## src/design/pdp8_acc_consts.svh

```systemverilog
// shared widths, opcode fields and EAE limits for the accumulator unit, included where needed
`ifndef PDP8_ACC_CONSTS_SVH
`define PDP8_ACC_CONSTS_SVH

`define PDP8_WORD_W     12      // machine word, bit 0 is the msb
`define PDP8_CNT_W      5       // EAE step counter width
`define PDP8_SHIFT_FILL 24      // shifts of this many or more just fill
`define PDP8_MUL_STEPS  12      // one step per multiplier bit

// major opcodes, instruction[0:2]
`define PDP8_OP_AND     3'o0
`define PDP8_OP_TAD     3'o1
`define PDP8_OP_DCA     3'o3
`define PDP8_OP_OPR     3'o7

// operate microinstruction bits
`define PDP8_B_GRP      3       // 0 selects group 1
`define PDP8_B_CLA      4
`define PDP8_B_CLL      5       // group 1
`define PDP8_B_MQA      5       // group 3
`define PDP8_B_CMA      6
`define PDP8_B_CML      7       // group 1
`define PDP8_B_MQL      7       // group 3
`define PDP8_B_RAR      8
`define PDP8_B_RAL      9
`define PDP8_B_TWO      10      // rotate twice, or byte swap alone
`define PDP8_B_G3       11      // IAC in group 1, group 3 marker otherwise

// group 3 EAE codes, compared after masking
`define PDP8_EAE_MASK   12'o7417
`define PDP8_EAE_MUL    12'o7405
`define PDP8_EAE_ASR    12'o7415
`define PDP8_EAE_LSR    12'o7417

`endif

```

## src/design/pdp8_acc_pkg.sv

```systemverilog
// types shared by the accumulator unit modules, referenced with pdp8_acc_pkg:: scoped names
`include "pdp8_acc_consts.svh"

package pdp8_acc_pkg;

    // PDP-8 numbering, msb is bit 0
    typedef logic [0:`PDP8_WORD_W-1] word_t;

    // architectural state
    typedef struct packed {
        logic  link;
        word_t ac;
        word_t mq;
    } acc_state_t;

    // how an issued instruction is executed
    typedef enum logic [1:0] {
        op_single,      // one cycle in the operate unit
        op_mul,
        op_asr,
        op_lsr
    } op_kind_t;

    // registered record handed from decode to processing
    typedef struct packed {
        op_kind_t kind;
        word_t    instruction;
        word_t    operand;      // memory word, multiplier or shift count
    } decoded_op_t;

    // what a processing block sends to the register file
    typedef struct packed {
        logic       valid;
        acc_state_t state;
    } result_t;

endpackage

```

## src/design/acc_regs.sv

```systemverilog
// output side of the accumulator unit; holds link, AC and MQ and signals each commit
`timescale 1ns/1ps

module acc_regs (
    input  logic                     clk,
    input  logic                     rst_n,
    input  pdp8_acc_pkg::result_t    single_result,
    input  pdp8_acc_pkg::result_t    eae_result,
    output pdp8_acc_pkg::acc_state_t state,
    output logic                     done
);

    pdp8_acc_pkg::acc_state_t commit_state;
    logic                     commit;

    // never both valid in one cycle
    assign commit = single_result.valid || eae_result.valid;

    always_comb
    begin
        if (single_result.valid)
            commit_state = single_result.state;
        else
            commit_state = eae_result.state;
    end

    always_ff @(posedge clk)
    begin
        if (!rst_n)
        begin
            state <= '0;
            done  <= 1'b0;
        end
        else
        begin
            done <= commit;         // one cycle per commit
            if (commit)
                state <= commit_state;
        end
    end

endmodule

```

## src/design/eae_sequencer.sv

```systemverilog
// EAE mode A engine; runs MUL, ASR and LSR one step per clock over AC:MQ
`timescale 1ns/1ps
`include "pdp8_acc_consts.svh"

module eae_sequencer (
    input  logic                      clk,
    input  logic                      rst_n,
    input  pdp8_acc_pkg::decoded_op_t op,
    input  logic                      op_valid_q,
    input  pdp8_acc_pkg::acc_state_t  state,
    output pdp8_acc_pkg::result_t     result
);

    localparam int CW = `PDP8_CNT_W;

    logic                     launch;
    logic [5:0]               shift_cnt;   // count field plus one
    logic                     fill_ld;
    logic                     active;
    logic [CW-1:0]            cnt;         // step counter
    logic                     w_mul;
    logic                     w_fill;
    logic                     w_link;      // also the shift-in bit
    pdp8_acc_pkg::word_t      w_ac;
    pdp8_acc_pkg::word_t      w_mq;
    pdp8_acc_pkg::word_t      w_md;        // multiplicand
    pdp8_acc_pkg::word_t      addend;
    logic [0:12]              sum;
    pdp8_acc_pkg::acc_state_t nxt;

    assign launch    = op_valid_q && (op.kind != pdp8_acc_pkg::op_single);
    assign shift_cnt = {1'b0, op.operand[7:11]} + 6'd1;
    assign fill_ld   = (op.kind != pdp8_acc_pkg::op_mul) && (shift_cnt >= `PDP8_SHIFT_FILL);

    // one step of the current operation
    always_comb
    begin
        addend = w_mq[11] ? w_md : '0;      // multiplier lsb selects add
        sum    = {1'b0, w_ac} + {1'b0, addend};
        nxt.link = w_link;
        if (w_fill)
        begin
            nxt.ac = {`PDP8_WORD_W{w_link}};
            nxt.mq = {`PDP8_WORD_W{w_link}};
        end
        else if (w_mul)
            {nxt.ac, nxt.mq} = {sum, w_mq[0:10]};
        else
            {nxt.ac, nxt.mq} = {w_link, w_ac, w_mq[0:10]};
    end

    assign result.valid = active && (cnt == CW'(1));   // last step
    assign result.state = nxt;

    // working registers
    always_ff @(posedge clk)
    begin
        if (launch)
        begin
            w_mul  <= (op.kind == pdp8_acc_pkg::op_mul);
            w_fill <= fill_ld;
            w_ac   <= state.ac;
            w_mq   <= state.mq;
            w_md   <= op.operand;
            // ASR shifts in the sign, MUL and LSR shift in zero
            w_link <= (op.kind == pdp8_acc_pkg::op_asr) ? state.ac[0] : 1'b0;
        end
        else if (active)
        begin
            w_ac   <= nxt.ac;
            w_mq   <= nxt.mq;
        end
    end

    always_ff @(posedge clk)
    begin
        if (!rst_n)
        begin
            active <= 1'b0;
            cnt    <= '0;
        end
        else if (launch)
        begin
            active <= 1'b1;
            if (op.kind == pdp8_acc_pkg::op_mul)
                cnt <= CW'(`PDP8_MUL_STEPS);
            else if (fill_ld)
                cnt <= CW'(1);                  // fill in a single step
            else
                cnt <= shift_cnt[CW-1:0];
        end
        else if (active)
        begin
            cnt <= cnt - CW'(1);
            if (cnt == CW'(1))
                active <= 1'b0;
        end
    end

endmodule

```

## src/design/instr_decoder.sv

```systemverilog
// input side of the accumulator unit; registers issued instructions and owns the busy flag
`timescale 1ns/1ps
`include "pdp8_acc_consts.svh"

module instr_decoder (
    input  logic                     clk,
    input  logic                     rst_n,
    input  logic                     op_valid,
    input  pdp8_acc_pkg::word_t      instruction,
    input  pdp8_acc_pkg::word_t      operand,
    input  logic                     eae_finish,    // sequencer result valid
    output pdp8_acc_pkg::decoded_op_t op,
    output logic                     op_valid_q,
    output logic                     busy
);

    pdp8_acc_pkg::op_kind_t kind;
    pdp8_acc_pkg::word_t    eae_code;
    logic                   group3;
    logic                   accept;

    assign accept = op_valid && !busy;      // dropped while EAE runs

    // group 3 is OPR with bits 3 and 11 set
    assign group3 = (instruction[0:2] == `PDP8_OP_OPR) &&
                    instruction[`PDP8_B_GRP] && instruction[`PDP8_B_G3];

    assign eae_code = instruction & `PDP8_EAE_MASK;

    always_comb
    begin
        kind = pdp8_acc_pkg::op_single;
        if (group3)
        begin
            case (eae_code)
                `PDP8_EAE_MUL: kind = pdp8_acc_pkg::op_mul;
                `PDP8_EAE_ASR: kind = pdp8_acc_pkg::op_asr;
                `PDP8_EAE_LSR: kind = pdp8_acc_pkg::op_lsr;
                default:       kind = pdp8_acc_pkg::op_single;
            endcase
        end
    end

    // record payload, only meaningful with op_valid_q
    always_ff @(posedge clk)
    begin
        if (accept)
        begin
            op.kind        <= kind;
            op.instruction <= instruction;
            op.operand     <= operand;
        end
    end

    always_ff @(posedge clk)
    begin
        if (!rst_n)
        begin
            op_valid_q <= 1'b0;
            busy       <= 1'b0;
        end
        else
        begin
            op_valid_q <= accept;
            if (eae_finish)
                busy <= 1'b0;       // falls as done rises
            else if (accept && kind != pdp8_acc_pkg::op_single)
                busy <= 1'b1;
        end
    end

endmodule

```

## src/design/operate_unit.sv

```systemverilog
// single-cycle execution of memory-reference, group 1 and group 3 instructions
`timescale 1ns/1ps
`include "pdp8_acc_consts.svh"

module operate_unit (
    input  pdp8_acc_pkg::decoded_op_t op,
    input  logic                      op_valid_q,
    input  pdp8_acc_pkg::acc_state_t  state,
    output pdp8_acc_pkg::result_t     result
);

    pdp8_acc_pkg::word_t ir;
    pdp8_acc_pkg::word_t md;
    pdp8_acc_pkg::word_t a;
    logic [0:12]         la;        // link:ac for adds and rotates
    logic [2:0]          rot;

    assign ir  = op.instruction;
    assign md  = op.operand;
    assign rot = {ir[`PDP8_B_RAR], ir[`PDP8_B_RAL], ir[`PDP8_B_TWO]};

    assign result.valid = op_valid_q && (op.kind == pdp8_acc_pkg::op_single);

    always_comb
    begin
        la = {state.link, state.ac};
        a  = state.ac;
        result.state = state;           // unsupported opcodes leave state alone

        case (ir[0:2])
            `PDP8_OP_AND:
                result.state.ac = state.ac & md;
            `PDP8_OP_TAD:
            begin
                la = la + {1'b0, md};   // carry lands in link
                {result.state.link, result.state.ac} = la;
            end
            `PDP8_OP_DCA:
                result.state.ac = '0;   // memory write happens outside
            `PDP8_OP_OPR:
            begin
                if (!ir[`PDP8_B_GRP])
                begin
                    // group 1, clears before complements
                    if (ir[`PDP8_B_CLA])
                        la[1:12] = '0;
                    if (ir[`PDP8_B_CLL])
                        la[0] = 1'b0;
                    if (ir[`PDP8_B_CMA])
                        la[1:12] = ~la[1:12];
                    if (ir[`PDP8_B_CML])
                        la[0] = ~la[0];
                    if (ir[`PDP8_B_G3])
                        la = la + 13'd1;    // IAC
                    case (rot)
                        3'b001: la = {la[0], la[7:12], la[1:6]};   // BSW, link kept
                        3'b010: la = {la[1:12], la[0]};            // RAL
                        3'b011: la = {la[2:12], la[0:1]};          // RTL
                        3'b100: la = {la[12], la[0:11]};           // RAR
                        3'b101: la = {la[11:12], la[0:10]};        // RTR
                        default: la = la;                          // no rotate
                    endcase
                    {result.state.link, result.state.ac} = la;
                end
                else if (ir[`PDP8_B_G3])
                begin
                    // group 3, CLA first then MQA/MQL
                    if (ir[`PDP8_B_CLA])
                        a = '0;
                    result.state.ac = (ir[`PDP8_B_MQL] ? '0 : a) |
                                      (ir[`PDP8_B_MQA] ? state.mq : '0);
                    if (ir[`PDP8_B_MQL])
                        result.state.mq = a;
                end
            end
            default:
                result.state = state;
        endcase
    end

endmodule

```

## src/design/pdp8_acc.sv

```systemverilog
// top level of the PDP-8/e style accumulator unit with its EAE
`timescale 1ns/1ps

module pdp8_acc (
    input  logic                     clk,
    input  logic                     rst_n,
    input  logic                     op_valid,
    input  pdp8_acc_pkg::word_t      instruction,
    input  pdp8_acc_pkg::word_t      operand,
    output pdp8_acc_pkg::acc_state_t state,
    output logic                     busy,
    output logic                     done
);

    pdp8_acc_pkg::decoded_op_t op;
    logic                      op_valid_q;
    pdp8_acc_pkg::result_t     single_result;
    pdp8_acc_pkg::result_t     eae_result;

    instr_decoder u_decoder (
        .clk         (clk),
        .rst_n       (rst_n),
        .op_valid    (op_valid),
        .instruction (instruction),
        .operand     (operand),
        .eae_finish  (eae_result.valid),
        .op          (op),
        .op_valid_q  (op_valid_q),
        .busy        (busy)
    );

    operate_unit u_operate (
        .op          (op),
        .op_valid_q  (op_valid_q),
        .state       (state),
        .result      (single_result)
    );

    eae_sequencer u_eae (
        .clk         (clk),
        .rst_n       (rst_n),
        .op          (op),
        .op_valid_q  (op_valid_q),
        .state       (state),
        .result      (eae_result)
    );

    acc_regs u_regs (
        .clk           (clk),
        .rst_n         (rst_n),
        .single_result (single_result),
        .eae_result    (eae_result),
        .state         (state),
        .done          (done)
    );

endmodule

```

## config.mk

```make
export PLATFORM = sky130hd
export DESIGN_NAME = pdp8_acc
export DESIGN_NICKNAME = d
export VERILOG_FILES = /design/src/design/pdp8_acc_pkg.sv /design/src/design/acc_regs.sv /design/src/design/eae_sequencer.sv /design/src/design/instr_decoder.sv /design/src/design/operate_unit.sv /design/src/design/pdp8_acc.sv
export VERILOG_INCLUDE_DIRS = /design/src /design/src/design
export SDC_FILE = /design/constraint.sdc
export NUM_CORES = 1
export LEC_CHECK = 0
export ABC_AREA = 0
export BUFFER_PORTS_ARGS = -buffer_cell sky130_fd_sc_hd__buf_2
export CORE_AREA = 2 2 107 109
export CTS_BUF_LIST = sky130_fd_sc_hd__clkbuf_8
export CTS_CLUSTER_SIZE = 25
export DETAILED_ROUTE_END_ITERATION = 16
export DIE_AREA = 0 0 109 111
export PLACE_DENSITY = 0.84
export SLEW_MARGIN = 20
export SYNTH_ARGS = -nofsm -noshare
export SYNTH_HDL_FRONTEND = slang
export SYNTH_SLANG_ARGS = --single-unit
```

## constraint.sdc

```tcl
create_clock -name clk -period 5.1 [get_ports clk]
set_input_delay 1.02 -clock clk [delete_from_list [all_inputs] [get_ports clk]]
set_output_delay 1.02 -clock clk [all_outputs]
set_load 0.02 [all_outputs]
```

==> flow_summary.json <==
{
  "run_status": "finished, final reports clean",
  "worstReg2RegStart": "u_decoder.op[19]",
  "yosysWarningCount": 0,
  "detailedPlacementHpwl_um": 17100,
  "grt_pass1_wl_um": 36900,
  "synthTopCellsByArea": "edfxtp_1 27%, dfxtp_1 9.4%, nand2_1 5.3%",
  "slowest_delay_ns": 0.95,
  "core_area_mm2": 0.0111,
  "grt_use_total_pct": 40.0,
  "power_density_mw_per_mm2": 266,
  "synth_seq_cells": 99,
  "vias": 7242,
  "global_route.usage.met3_pct": 9.41,
  "fp-row-count": 39,
  "synth_xor_xnor_area_share_pct": 4.71,
  "synth_top_cell_by_area": "edfxtp_1",
  "total_power_mw": 2.06,
  "yosysMostFrequentCell": "nand2_1",
  "cp_num_buf_inv": 0,
  "timing_worst_slew_pin_value_ns": 1.12,
  "cts_htree_levels": 3,
  "max_slew_margin_pct": 24.7,
  "grt_antenna_before_repair": 0,
  "crit_path_cell_trace": "nor2b_1 -> xnor2_1 -> ha_1 -> and2_1 -> a32oi_1 -> a211oi_1 -> nand2_1 -> xnor2_1 -> o31a_1 -> a221oi_1 -> o31a_1",
  "achievable-frequency_mhz": 256,
  "post_cts_sizing": 0,
  "numPortBuffers": 53,
  "synth_fp_nets": 895,
  "yosys.cell_types.count": 75,
  "critPathMaxFanout": 30,
  "synthesis.area_per_instance_um2": 8.63,
  "synthAdderAreaFrac_pct": 5.58,
  "clk_pin_slew_worst_paths_ns": 0.10,
  "cts_tree": "yes",
  "ctsLongestPathBuffers": 2,
  "drt_wl_total_um": 23800,
  "floorplan.die.height_um": 111,
  "critical_path.startpoint": "u_decoder.op[19]",
  "slew_viol_final": 0,
  "die-width_um": 109,
  "met1_usage_grt_pct": 54.8,
  "tns_ns": 0,
  "antenna_violating_nets_post_route": 0,
  "yosys-mux-area-fraction_pct": 1.63,
  "first_global_vias": 6716,
  "cts_inserted_buffers": 9,
  "grt_max_degree": 38,
  "skew_ns": 0.0121,
  "synth-compound-area-share_pct": 27.8,
  "kind_of_start_point_of_the_critical_path": "flip-flop",
  "synth-simple-area-share_pct": 19.6,
  "netlist_top_cells_count": "101 x nand2_1, 71 x a21oi_1, 69 x nor2_1, 65 x edfxtp_1, 54 x o21ai_0",
  "area_delta_synth_final_pct": 7.42,
  "drive_gt1_share_pct": 11.5,
  "die_area_mm2": 0.0121,
  "synth_top_family_by_area": "compound AO/OA/AOI/OAI gates",
  "ctsRootBufferMaster": "clkbuf_8",
  "yosys_most_used_dff": "edfxtp_1",
  "setup_viol": 0,
  "dpl_worst_slack_ns": 1.34,
  "globalRouteOverflowTotal": 0,
  "setup_slack_ns": 1.20,
  "total_leakage_power_nw": 3.11,
  "critical_path_type": "reg2reg",
  "design.final.nets": 920,
  "synth_area_mm2": 0.00722,
  "finalHoldViolCount": 0,
  "critical-path-slowest-cell": "edfxtp_1",
  "grt-busiest-layer": "met2",
  "io_pins": 54,
  "clock-sinks": 99,
  "yosysTopAreaCellShare_pct": 27.0,
  "drc_errors": 0,
  "avgRoutedWirePerCell_um": 23.6,
  "clock_insertion_delay_worst_skew_ns": 0.39,
  "grtUsageMet2_pct": 60.0,
  "drt-pass1-iter-count": 6,
  "setup_repair_after_global_routing_missed_its_margin": "false",
  "crit_family": "compound AO/OA/AOI/OAI gates",
  "antenna_cells_inserted": 0,
  "netlist_instances": 837,
  "worstPathRequired_ns": 5.39,
  "synth-seq-area-share_pct": 36.5,
  "worstHoldStart": "u_decoder.busy",
  "crit_arrival_ns": 4.19,
  "post_drt_via_cell_ratio": 7.17,
  "max-vdd-ir-drop_mv": 0.204,
  "ys_async_sr_fraction_pct": 0,
  "worst_hold_slack_ns": 0.541,
  "critPathCaptureType": "flip-flop",
  "detail_route.iter0.violations": 1328,
  "layout_worst_path_cycle_share_pct": 76.5,
  "timing.max_cap.violations": 0,
  "final.min_clock_period_ns": 3.90,
  "effective_utilization_at_floorplan_pct": 65.2,
  "replace_congestion": 1.05,
  "postCtsSetupBuffers": 0,
  "synth_enable_flop_cells": 65,
  "worst_hold_path_type": "reg2reg",
  "cts_hold_buffers": 0
}
layout make-up:
| type | count | area, um2 |
|---|---|---|
| Timing Repair Buffer | 61 | 325 |
| Clock inverter | 6 | 111 |
| Fill cell | 844 | 3320 |
| Sequential cell | 99 | 2630 |
| Multi-Input combinational cell | 670 | 4290 |
| Clock buffer | 10 | 138 |
| Tap cell | 143 | 179 |
| Inverter | 21 | 78.8 |
placed cells by master (no fill, tap or decap), drive strengths merged, types with 26 or more instances in the layout:
| cell | n |
|---|---|
| a21oi | 71 |
| buf | 61 |
| dfxtp | 34 |
| edfxtp | 65 |
| ha | 29 |
| nand2 | 101 |
| nor2 | 69 |
| o21ai | 56 |
| xnor2 | 26 |
kinds of logic (layout without fill, tap and decap cells):
family,after synthesis,after routing
simple gates,296,296
fa+ha+maj,31,31
compound gates,294,294
flops,99,99
mux,11,11
buf+inv,68,98
xor+xnor,38,38
report_power, final:
group / total, mW / switching, mW / internal, mW
clock: 0.642 / 0.301 / 0.341
sequential: 0.975 / 0.0681 / 0.907
combinational: 0.444 / 0.279 / 0.165
total: 2.06 / 0.648 / 1.41
layer usage:
layer	wire length [um]	share of wire [%]
met1	9210	39
met2	10600	45
met3	2830	12
met4	1120	4.7
met5	0	0
sequential cells by signal, summed over array words and instances, names as in the netlist, 5 cells and up:
signal / cells
u_regs.state: 25
u_eae.cnt: 5
u_eae.w_mq: 12
u_decoder.op: 26
u_eae.w_md: 12
u_eae.w_ac: 12
path summary, 6_finish.rpt:
path	to	slack, ns	depth (start not counted)
min reg2reg	u_decoder.busy	0.54	2
max	u_regs.state[24]	1.20	11
max reg2reg	u_regs.state[24]	1.20	11
min	u_decoder.busy	0.54	2
worst reg2reg max path, stage by stage (launching register included):
cell and delay, ns:
edfxtp_1 0.95, nor2b_1 0.18, xnor2_1 0.33, ha_1 0.23, and2_1 0.19, a32oi_1 0.20, a211oi_1 0.60, nand2_1 0.15
xnor2_1 0.42, o31a_1 0.18, a221oi_1 0.07, o31a_1 0.31
per-stage QoR:
stage / instances / utilization, % / cell area, um2
final: 1010 / 70.0 / 7750
after global routing: 1010 / 70.0 / 7750
after CTS: 1010 / 70.0 / 7750
after detailed placement: 994 / 67.8 / 7510
after global placement: 994 / 67.8 / 7510
after floorplan: 837 / - / 7220
No activity file was read; power rests on OpenSTA's default activity.
